--- src/sdmac_settings.svh ---
// SDMAC constants for bus widths, identification words and status/control bit positions
`ifndef SDMAC_SETTINGS_SVH
`define SDMAC_SETTINGS_SVH

// CPU bus widths
`define SDMAC_ADDR_W 8
`define SDMAC_DATA_W 32

// Identification words seen by the driver
`define SDMAC_VERSION 32'h0000_0105  // Read at 0x20
`define SDMAC_DEV_ID  32'h0000_0003  // Read at 0x2C

// ISTR layout
`define ISTR_DMA_ACT_BIT 0  // DMA running
`define ISTR_FE_BIT      1  // Flush done
`define ISTR_INT_P_BIT   4  // Interrupt pending

// CONTR layout with only the interrupt enable interpreted here
`define CONTR_INTEN_BIT 2

`endif

--- src/sdmac_pkg.sv ---
// SDMAC shared types for register selection, decoder cycle state and register snapshot
`include "sdmac_settings.svh"

package sdmac_pkg;

  // Decoded target of one CPU access
  typedef enum logic [3:0] {
    SEL_NONE,        // Unlisted offset
    SEL_WTC,         // 0x04
    SEL_CONTR,       // 0x08
    SEL_ACR,         // 0x0C
    SEL_ST_DMA,      // 0x10
    SEL_FLUSH,       // 0x14
    SEL_CLR_INT,     // 0x18
    SEL_ISTR,        // 0x1C
    SEL_VERSION,     // 0x20
    SEL_FLASH_ADDR,  // 0x24
    SEL_FLASH_DATA,  // 0x28
    SEL_DEV,         // 0x2C
    SEL_SP_DMA,      // 0x3C
    SEL_WD,          // 0x40 to 0x4F
    SEL_SSPBDAT,     // 0x58
    SEL_DSP          // 0x5C
  } reg_sel_e;

  // Bus cycle sequencing in the decoder
  typedef enum logic [1:0] {
    ST_IDLE,
    ST_DECODE,        // valid high for this one cycle
    ST_ACK,           // dtack_n just asserted
    ST_WAIT_RELEASE   // CPU still holding as_n low
  } dec_state_e;

  // Current value of every readable register
  typedef struct packed {
    logic [`SDMAC_DATA_W-1:0] contr;
    logic [`SDMAC_DATA_W-1:0] acr;
    logic [`SDMAC_DATA_W-1:0] wtc;
    logic [`SDMAC_DATA_W-1:0] istr;
    logic [`SDMAC_DATA_W-1:0] flash_addr;
    logic [`SDMAC_DATA_W-1:0] flash_data;
    logic [`SDMAC_DATA_W-1:0] sspbdat;
  } sdmac_regs_t;

endpackage

--- src/reg_strobe_if.sv ---
// Register strobe interface carrying one decoded CPU access to the execute and result stages
`timescale 1ns/1ns
`include "sdmac_settings.svh"

interface reg_strobe_if import sdmac_pkg::*; ();

  logic                     valid;  // One cycle per accepted bus cycle
  reg_sel_e                 sel;
  logic                     write;  // High for a CPU write
  logic [`SDMAC_DATA_W-1:0] wdata;

  modport decoder_mp (
    output valid,
    output sel,
    output write,
    output wdata
  );

  modport exec_mp (
    input valid,
    input sel,
    input write,
    input wdata
  );

  // Read data path has no use for wdata
  modport result_mp (
    input valid,
    input sel,
    input write
  );

endinterface

--- src/addr_decoder.sv ---
// Address decoder that samples the CPU request, decodes the offset and sequences the bus cycle
`timescale 1ns/1ns
`include "sdmac_settings.svh"

module addr_decoder import sdmac_pkg::*; (
  input  logic                     sclk,
  input  logic                     rst_n,
  input  logic [`SDMAC_ADDR_W-1:0] addr,
  input  logic                     dmac_n,
  input  logic                     as_n,
  input  logic                     rw,
  input  logic [`SDMAC_DATA_W-1:0] wdata,
  reg_strobe_if.decoder_mp         strobe,
  output logic                     wd_req
);

  dec_state_e               state;
  reg_sel_e                 sel_dec;
  reg_sel_e                 sel_q;
  logic                     write_q;
  logic [`SDMAC_DATA_W-1:0] wdata_q;
  logic                     req;
  logic                     accept;

  // Chip select qualifies the address strobe
  assign req    = ~(dmac_n | as_n);
  assign accept = (state == ST_IDLE) && req;

  always_comb begin
    case (addr)
      8'h04:   sel_dec = SEL_WTC;
      8'h08:   sel_dec = SEL_CONTR;
      8'h0C:   sel_dec = SEL_ACR;
      8'h10:   sel_dec = SEL_ST_DMA;
      8'h14:   sel_dec = SEL_FLUSH;
      8'h18:   sel_dec = SEL_CLR_INT;
      8'h1C:   sel_dec = SEL_ISTR;
      8'h20:   sel_dec = SEL_VERSION;
      8'h24:   sel_dec = SEL_FLASH_ADDR;
      8'h28:   sel_dec = SEL_FLASH_DATA;
      8'h2C:   sel_dec = SEL_DEV;
      8'h3C:   sel_dec = SEL_SP_DMA;
      8'h58:   sel_dec = SEL_SSPBDAT;
      8'h5C:   sel_dec = SEL_DSP;
      // Whole 0x4X page belongs to the SCSI chip
      default: sel_dec = (addr[7:4] == 4'h4) ? SEL_WD : SEL_NONE;
    endcase
  end

  // Cycle sequencing with a new access only after as_n has been seen high
  always_ff @(posedge sclk) begin
    if (!rst_n) begin
      state   <= ST_IDLE;
      sel_q   <= SEL_NONE;
      write_q <= 1'b0;
    end else begin
      case (state)
        ST_IDLE: begin
          if (req) begin
            state   <= ST_DECODE;
            sel_q   <= sel_dec;
            write_q <= ~rw;  // rw high means read
          end
        end
        ST_DECODE: state <= ST_ACK;
        ST_ACK: state <= as_n ? ST_IDLE : ST_WAIT_RELEASE;
        ST_WAIT_RELEASE: begin
          if (as_n) begin
            state <= ST_IDLE;
          end
        end
      endcase
    end
  end

  always_ff @(posedge sclk) begin
    if (accept) begin
      wdata_q <= wdata;
    end
  end

  assign strobe.valid = (state == ST_DECODE);
  assign strobe.sel   = sel_q;
  assign strobe.write = write_q;
  assign strobe.wdata = wdata_q;

  // SCSI chip request lasts from the acknowledge to the release
  assign wd_req = ((state == ST_ACK) || (state == ST_WAIT_RELEASE)) && (sel_q == SEL_WD);

  a_valid_single: assert property (@(posedge sclk) disable iff (!rst_n)
    strobe.valid |=> !strobe.valid)
    else $error("strobe valid held for more than one cycle");

endmodule

--- src/dmac_regs.sv ---
// DMA controller register block applying CPU writes, action strobes and status tracking
`timescale 1ns/1ns
`include "sdmac_settings.svh"

module dmac_regs import sdmac_pkg::*; (
  input  logic          sclk,
  input  logic          rst_n,
  reg_strobe_if.exec_mp strobe,
  input  logic          scsi_irq,
  input  logic          dma_word,
  output sdmac_regs_t   regs,
  output logic          int_n,
  output logic          dma_active
);

  logic [`SDMAC_DATA_W-1:0] contr;
  logic [`SDMAC_DATA_W-1:0] acr;
  logic [`SDMAC_DATA_W-1:0] wtc;
  logic [`SDMAC_DATA_W-1:0] istr;
  logic [`SDMAC_DATA_W-1:0] flash_addr;
  logic [`SDMAC_DATA_W-1:0] flash_data;
  logic [`SDMAC_DATA_W-1:0] sspbdat;
  logic                     fe;        // Flush done
  logic                     int_p;     // Interrupt pending
  logic                     irq_q;
  logic                     irq_rise;
  logic                     wr_en;
  logic                     st_dma;
  logic                     sp_dma;
  logic                     flush;
  logic                     clr_int;

  assign wr_en = strobe.valid & strobe.write;

  // Actions fire on reads and writes alike
  assign st_dma  = strobe.valid && (strobe.sel == SEL_ST_DMA);
  assign sp_dma  = strobe.valid && (strobe.sel == SEL_SP_DMA);
  assign flush   = strobe.valid && (strobe.sel == SEL_FLUSH);
  assign clr_int = strobe.valid && (strobe.sel == SEL_CLR_INT);

  assign irq_rise = scsi_irq & ~irq_q;

  always_ff @(posedge sclk) begin
    if (!rst_n) begin
      contr      <= '0;
      acr        <= '0;
      flash_addr <= '0;
      flash_data <= '0;
      sspbdat    <= '0;
    end else if (wr_en) begin
      case (strobe.sel)
        SEL_CONTR:      contr      <= strobe.wdata;
        SEL_ACR:        acr        <= strobe.wdata;
        SEL_FLASH_ADDR: flash_addr <= strobe.wdata;
        SEL_FLASH_DATA: flash_data <= strobe.wdata;
        SEL_SSPBDAT:    sspbdat    <= strobe.wdata;
        default: ;  // Read-only and unlisted targets ignore writes
      endcase
    end
  end

  always_ff @(posedge sclk) begin
    if (!rst_n) begin
      dma_active <= 1'b0;
    end else if (st_dma) begin
      dma_active <= 1'b1;
    end else if (sp_dma) begin
      dma_active <= 1'b0;
    end
  end

  // Transfer counter restarted by each ST_DMA
  always_ff @(posedge sclk) begin
    if (!rst_n) begin
      wtc <= '0;
    end else if (st_dma) begin
      wtc <= '0;
    end else if (dma_active && dma_word) begin
      wtc <= wtc + 1'b1;
    end
  end

  always_ff @(posedge sclk) begin
    if (!rst_n) begin
      fe <= 1'b0;
    end else if (st_dma) begin
      fe <= 1'b0;
    end else if (flush && dma_active) begin
      fe <= 1'b1;
    end
  end

  // A new edge wins over a simultaneous clear so no interrupt is lost
  always_ff @(posedge sclk) begin
    if (!rst_n) begin
      irq_q <= 1'b0;
      int_p <= 1'b0;
    end else begin
      irq_q <= scsi_irq;
      if (irq_rise) begin
        int_p <= 1'b1;
      end else if (clr_int) begin
        int_p <= 1'b0;
      end
    end
  end

  always_comb begin
    istr                    = '0;
    istr[`ISTR_DMA_ACT_BIT] = dma_active;
    istr[`ISTR_FE_BIT]      = fe;
    istr[`ISTR_INT_P_BIT]   = int_p;
  end

  always_comb begin
    regs.contr      = contr;
    regs.acr        = acr;
    regs.wtc        = wtc;
    regs.istr       = istr;
    regs.flash_addr = flash_addr;
    regs.flash_data = flash_data;
    regs.sspbdat    = sspbdat;
  end

  assign int_n = ~(int_p & contr[`CONTR_INTEN_BIT]);  // Active low to the CPU

  a_fe_needs_dma: assert property (@(posedge sclk) disable iff (!rst_n)
    $rose(fe) |-> $past(dma_active))
    else $error("flush done set while DMA was idle");

endmodule

--- src/read_mux.sv ---
// Result stage that registers read data and drives the CPU bus acknowledge
`timescale 1ns/1ns
`include "sdmac_settings.svh"

module read_mux import sdmac_pkg::*; (
  input  logic                     sclk,
  input  logic                     rst_n,
  reg_strobe_if.result_mp          strobe,
  input  sdmac_regs_t              regs,
  input  logic                     as_n,
  output logic [`SDMAC_DATA_W-1:0] rdata,
  output logic                     dtack_n
);

  logic [`SDMAC_DATA_W-1:0] rd_sel;

  // Snapshot is still the pre-write value at the valid edge
  always_comb begin
    rd_sel = '0;
    if (!strobe.write) begin
      case (strobe.sel)
        SEL_WTC:        rd_sel = regs.wtc;
        SEL_CONTR:      rd_sel = regs.contr;
        SEL_ACR:        rd_sel = regs.acr;
        SEL_ISTR:       rd_sel = regs.istr;
        SEL_VERSION:    rd_sel = `SDMAC_VERSION;
        SEL_FLASH_ADDR: rd_sel = regs.flash_addr;
        SEL_FLASH_DATA: rd_sel = regs.flash_data;
        SEL_DEV:        rd_sel = `SDMAC_DEV_ID;
        SEL_SSPBDAT:    rd_sel = regs.sspbdat;
        // SCSI chip, DSP, action strobes and holes read as zero
        default:        rd_sel = '0;
      endcase
    end
  end

  always_ff @(posedge sclk) begin
    if (!rst_n) begin
      rdata   <= '0;
      dtack_n <= 1'b1;
    end else if (strobe.valid) begin
      rdata   <= rd_sel;
      dtack_n <= 1'b0;
    end else if (as_n) begin
      dtack_n <= 1'b1;  // CPU has released the strobe
    end
  end

  a_dtack_in_cycle: assert property (@(posedge sclk) disable iff (!rst_n)
    !dtack_n |-> !$past(as_n))
    else $error("dtack_n low outside a bus cycle");

endmodule

--- src/sdmac_top.sv ---
// SCSI DMA controller register side joining CPU bus decode, register block and read return
`timescale 1ns/1ns
`include "sdmac_settings.svh"

module sdmac_top import sdmac_pkg::*; (
  input  logic                     sclk,
  input  logic                     rst_n,

  // CPU bus
  input  logic [`SDMAC_ADDR_W-1:0] addr,
  input  logic                     dmac_n,    // Chip select
  input  logic                     as_n,      // Address strobe
  input  logic                     rw,        // 1 = read
  input  logic [`SDMAC_DATA_W-1:0] wdata,
  output logic [`SDMAC_DATA_W-1:0] rdata,
  output logic                     dtack_n,

  // SCSI side
  input  logic                     scsi_irq,
  input  logic                     dma_word,  // One pulse per transferred word
  output logic                     int_n,
  output logic                     dma_active,
  output logic                     wd_req
);

  sdmac_regs_t regs;

  reg_strobe_if strobe_if ();

  addr_decoder u_decoder (
    .sclk   (sclk),
    .rst_n  (rst_n),
    .addr   (addr),
    .dmac_n (dmac_n),
    .as_n   (as_n),
    .rw     (rw),
    .wdata  (wdata),
    .strobe (strobe_if.decoder_mp),
    .wd_req (wd_req)
  );

  // Execute stage
  dmac_regs u_regs (
    .sclk       (sclk),
    .rst_n      (rst_n),
    .strobe     (strobe_if.exec_mp),
    .scsi_irq   (scsi_irq),
    .dma_word   (dma_word),
    .regs       (regs),
    .int_n      (int_n),
    .dma_active (dma_active)
  );

  read_mux u_result (
    .sclk    (sclk),
    .rst_n   (rst_n),
    .strobe  (strobe_if.result_mp),
    .regs    (regs),
    .as_n    (as_n),
    .rdata   (rdata),
    .dtack_n (dtack_n)
  );

endmodule

--- config.mk ---
export PLATFORM = sky130hd
export DESIGN_NAME = sdmac_top
export DESIGN_NICKNAME = d
export VERILOG_FILES = /design/src/sdmac_pkg.sv /design/src/reg_strobe_if.sv /design/src/addr_decoder.sv /design/src/dmac_regs.sv /design/src/read_mux.sv /design/src/sdmac_top.sv
export VERILOG_INCLUDE_DIRS = /design/src
export SDC_FILE = /design/constraint.sdc
export NUM_CORES = 1
export LEC_CHECK = 0
export BUFFER_PORTS_ARGS = -buffer_cell sky130_fd_sc_hd__buf_2
export CAP_MARGIN = 20
export CORE_MARGIN = 10
export CORE_UTILIZATION = 60
export DETAILED_ROUTE_END_ITERATION = 10
export GPL_ROUTABILITY_DRIVEN = 0
export GPL_TIMING_DRIVEN = 0
export HOLD_SLACK_MARGIN = 0.05
export PLACE_DENSITY = 0.82
export SKIP_LAST_GASP = 1
export SLEW_MARGIN = 30
export SYNTH_ARGS = -nofsm -noshare
export SYNTH_HDL_FRONTEND = slang
export SYNTH_SLANG_ARGS = --single-unit
--- constraint.sdc ---
create_clock -name sclk -period 4.37 [get_ports sclk]
set_input_delay 0.2185 -clock sclk [delete_from_list [all_inputs] [get_ports sclk]]
set_output_delay 0.2185 -clock sclk [all_outputs]
set_load 0.1 [all_outputs]
-- Word-level counts from Yosys, hierarchy flattened
Cells that the tools add are included.
- bits in registers: 268
- output and inout port bits: 36
- logic and storage cells: 95
- $add $sub $neg: 1
- equal/unequal tests: 34
- muxes and demuxes: 14
- bitwise operators: 9
- reduce and logical (&&, ||, !) cells: 21
- operators by type and width (kind ; number):
    32-bit case mux with 9 select lines ; 1
    4-bit case mux with 14 select lines ; 1
    8-bit by 6-bit equality test with 1-bit output, second input constant ; 5
    32-bit by 1-bit adder with 32-bit output, second input constant ; 1
    8-bit by 5-bit equality test with 1-bit output, second input constant ; 4
    32-bit 2-to-1 mux ; 1
    4-bit equality test, second input constant ; 7
    4-bit by 3-bit equality test with 1-bit output, second input constant ; 5
    8-bit by 4-bit equality test with 1-bit output, second input constant ; 2
    8-bit by 7-bit equality test with 1-bit output, second input constant ; 2
    2-bit AND reduction ; 7
    4-bit by 2-bit equality test with 1-bit output, second input constant ; 2
    8-bit by 3-bit equality test with 1-bit output, second input constant ; 1
    1-bit logical AND ; 8
    2-bit case mux with 4 select lines ; 1
    1-bit 2-to-1 mux ; 6
    2-bit 2-to-1 mux ; 3
    2-bit nonzero test ; 3
    1-bit inverter ; 5
    2-bit equality test, second input constant ; 2
    4-bit by 1-bit equality test with 1-bit output, second input constant ; 1
    4-bit 2-to-1 mux ; 1
    2-bit != test, second input constant ; 2
    1-bit AND ; 3
    5 further kinds ; 5

-- Depth between registers and ports, before layout
- depth in word-level cells: 4
- depth in mapped cells: 9
- gate-level depth less buffers: 6

-- By module
A second synthesis with hierarchy kept.
- cell total of the unflattened synthesis: 1337
- area total of the unflattened synthesis: 11722.5 um^2
- modules (own cells, without submodules) (module ; times used ; cells each ; area an instance (um^2)):
    dmac_regs ; 1 ; 953 ; 7499.7
    read_mux ; 1 ; 313 ; 2891.5
    addr_decoder ; 1 ; 71 ; 1331.3

-- Worst setup path before layout
OpenSTA, ideal clock, no wires.
- kind: register to register
- start: register u_decoder.state[1]
- end: register u_decoder.sel_q[2], in the netlist u_decoder.strobe.sel[2]
- library setup time: 121 ps
- arrival: 2947 ps
- required time: 4249 ps
- path slack: 1302 ps
- stages on the path, launching flop included: 4
- path buffers: 0
- clock period less this slack: 3068 ps
- cell sequence: dfxtp_1 > nor4_2 > o31a_1 > a21oi_1
- longest elaborated chain between the ends: 2
- ends and longest elaborated chain (element ; RTL line ; source):
    start, declared ; addr_decoder.sv:17 ; dec_state_e state;
    start signal, assigned ; addr_decoder.sv:66 ; ST_ACK: state <= as_n ? ST_IDLE : ST_WAIT_RELEASE;
    2-bit logical NOT ; addr_decoder.sv:57 ; case (state)
    2-bit AND reduction (no line) ; -- ;
    end signal, assigned ; addr_decoder.sv:61 ; sel_q <= sel_dec;
    end, declared ; addr_decoder.sv:19 ; reg_sel_e sel_q;
Every way passes these cells.
A chain may end at the register's enable or synchronous reset.

-- Final worst setup path
- start: register u_decoder.sel_q[2], in the netlist u_decoder.strobe.sel[2]
- end: output wd_req
- longest elaborated chain between the ends: 2
- ends and longest elaborated chain (element ; RTL line ; source):
    4-bit equality test ; addr_decoder.sv:88 ; assign wd_req = ((state == ST_ACK) || (state == ST_WAIT_RELEASE)) && (sel_q == SEL_WD);
    1-bit logical AND ; addr_decoder.sv:88 ;
    end, declared ; sdmac_top.sv:23 ; output logic wd_req
Every way passes these cells.

==> metrics.txt <==
Synth async-reset ratio 0; most numerous cell in the Yosys netlist nand2_1; row count 49; average wire per standard cell 19.50 um; io pins 83; Die Y 155.0 um; outcome completed; cell type with the largest total area after synthesis dfxtp_1; die width 155.0 um; HP Class in2reg; critical path class reg2out; Period minus WS final 2.370 ns; cells along the critical path buf_2 > buf_1 > and4_1 > buf_2; setup ws final 2.000 ns; first-pass GRT wire length 49.73 mm; combinational fraction of design power 0.039; Pint 4.023 mW; CP endpoint kind output pin; core area 17960 um^2; Skew-Pair Late Insertion Delay 0.54 ns; vias in the first global route 9478; clock share of power 0.467; share of layout cells above drive strength 1 0.1392; cts bufs inserted 27; CTS Sinks 268; via-per-instance ratio 6.069; NumNets Final 1406; Final ANT Viol Nets 0; die area 24040 um^2; CP Buf/Inv Count 3; CP max FO 10; Final setup viols 0; Clock Path Buffers 3; Mapped Nets 1248; synth unique cells 52; top cells by area, synth dfxtp_1 (43%), nand2_1 (13%), edfxtp_1 (8.8%); Post-Layout Cell Count 1608; fin util 0.7258; PD cells 394.3 nW/um^2; Critical Path Most Common Cell buf_2; largest net degree at the start of global routing 15; initial antenna violation count 0; placed inst area 11680 um^2; Worst VDD drop 424.1 uV; number of port buffers 82; NetSw 1.118 mW; # diodes 0; Tightest Pin Transition 0.7405 ns; share of power burned in registers 0.494; sequential share of the synthesized area 0.5196; fin area 13040 um^2; crit-path max cell delay 0.43 ns; number of H-tree levels 1; Starting Density 0.6091; switching share of power 0.2174; drt total wl 31.36 mm; final hold vios 0; max-slew violations 0; ys flop type dfxtp_1; leak pwr 4.768 nW; dpl cells 1515; total track usage 0.2520; MaxCap Viol Count 0; Crit path required time 4.15 ns; router iterations before antenna repair 7; crit path max-delay cell type buf_1; f_max 0.4219 GHz; Root Buffer clkbuf_16; Yosys reg bits 268; DP HPWL 20.80 mm; Tcrit/Tclk final 0.5424; Synth Area per Inst 9.118 um^2; post-synth top area share 0.4318; number of synthesized flops with an enable pin 32; CTS tree done; via count 9759; DRC violations left 0; Final Skew 0.009833 ns; top post-synthesis cells by count nand2_1 (371), dfxtp_1 (236), a21boi_0 (98); CP arrival 2.15 ns; yosys warns 0; pre-CTS WS 2.195 ns; total grt overflow 0; DR iter-0 viols 1302; CTS clk-pin slew, worst paths 0.06 ns; dominant delay contributor by cell family on the critical path buffers and inverters; Post-CTS Setup Bufs 0; synthesized cell area 10940 um^2; nature of the critical path startpoint flop; RSZ-0062 raised after global routing no; Slew HR 0.5018; Fill cells 1362; Gate Count Post-Synth 1200; Area Overhead vs Synth 19.15%
worst min-delay path, stage by stage:
cell     delay (ns)
buf_2          0.11
o31a_1         0.16
a21oi_1        0.06
power by group through the flow:
stage                     combinational, mW  clock [mW]  sequential [mW]
final                                 0.199        2.40             2.54
after CTS                             0.196        2.41             2.54
after global routing                  0.215        2.52             2.54
after detailed placement              0.166           0             2.59
after global placement                0.159           0             2.59
after floorplan                      0.0905           0             2.59
per-layer routing:
| metal | up-vias | global-route usage | wire [um] |
|---|---|---|---|
| li1 | 4509 | - | - |
| met1 | 4679 | 0.3186 | 12700 |
| met4 | 0 | 0.1008 | 1065 |
| met2 | 482 | 0.4137 | 14770 |
| met3 | 89 | 0.04963 | 2829 |
| met5 | - | 0 | 0 |
cells in the final DEF, fill, tap and decap left out, types with 5 or more instances in the layout:
master,n
a21boi_1,63
a21oi_1,9
edfxtp_1,32
nand4_1,12
a22o_1,32
clkbuf_16,27
dfxtp_1,236
and2_1,5
a222oi_1,57
a21boi_0,98
nand3b_1,5
clkbuf_1,57
and3_1,11
nand3_1,25
clkinv_2,9
dlygate4sd3_1,43
nor3_2,6
o21ai_0,12
nand2_1,371
nor2b_1,9
buf_2,117
xor2_1,18
xnor2_1,13
nor2_1,45
sequential cells by signal (all words and copies together), names as in the netlist, 2 cells and up:
register                count
u_decoder.strobe.wdata     32
u_regs.acr                 32
u_regs.contr               32
u_regs.flash_addr          32
u_regs.flash_data          32
u_regs.sspbdat             32
u_regs.wtc                 32
u_result.rdata             32
u_decoder.strobe.sel        4
u_decoder.state             2
final timing paths:
check,cells after the start,slack (ns),to,start
max,4,2.00,wd_req,u_decoder.strobe.sel[2]
min,3,0.06,u_decoder.strobe.sel[3],addr[7]
max reg2reg,7,2.08,u_regs.contr[19],u_decoder.strobe.sel[1]
min reg2reg,2,0.45,u_regs.flash_addr[16],u_regs.flash_addr[16]
cell type report:
| type | instances | area, um^2 | area share |
|---|---|---|---|
| timing repair buffer | 129 | 874.6 | 0.06708 |
| tap | 229 | 286.5 | 0.02198 |
| buffer | 93 | 410.4 | 0.03148 |
| clock inverter | 17 | 197.7 | 0.01516 |
| sequential | 268 | 5685 | 0.4361 |
| multi-input combinational | 835 | 4840 | 0.3712 |
| inverter | 4 | 15.01 | 0.001152 |
| clock buffer | 33 | 728.2 | 0.05585 |
kinds of logic (layout without fill, tap and decap cells):
kind of cell,count (synthesis),count (layout),synth area share
adders and majority gates,1,1,0.001143
muxes,2,2,0.001830
buffers and inverters,97,276,0.03888
DFF,268,268,0.5196
AOI/OAI and AO/OA,287,287,0.2096
xor gates and xnor gates,31,31,0.02481
and+or+nand+nor,514,514,0.2041
stage by stage:
step           TNS (ns)  hold WS (ns)  total power [mW]
6_report              0       0.06304             5.141
5_1_grt               0        0.1092             5.272
4_1_cts               0       0.06201             5.144
3_5_place_dp          0        0.3966             2.759
3_3_place_gp     -3.211        0.3944             2.753
2_1_floorplan         0        0.2946             2.680
what timing repair did:
action,in CTS,in global routing
hold buffers,43,0
hold endpoints to repair,41,0
gates resized for setup,0,0
Note: power is estimated with default switching activity, not from simulation.
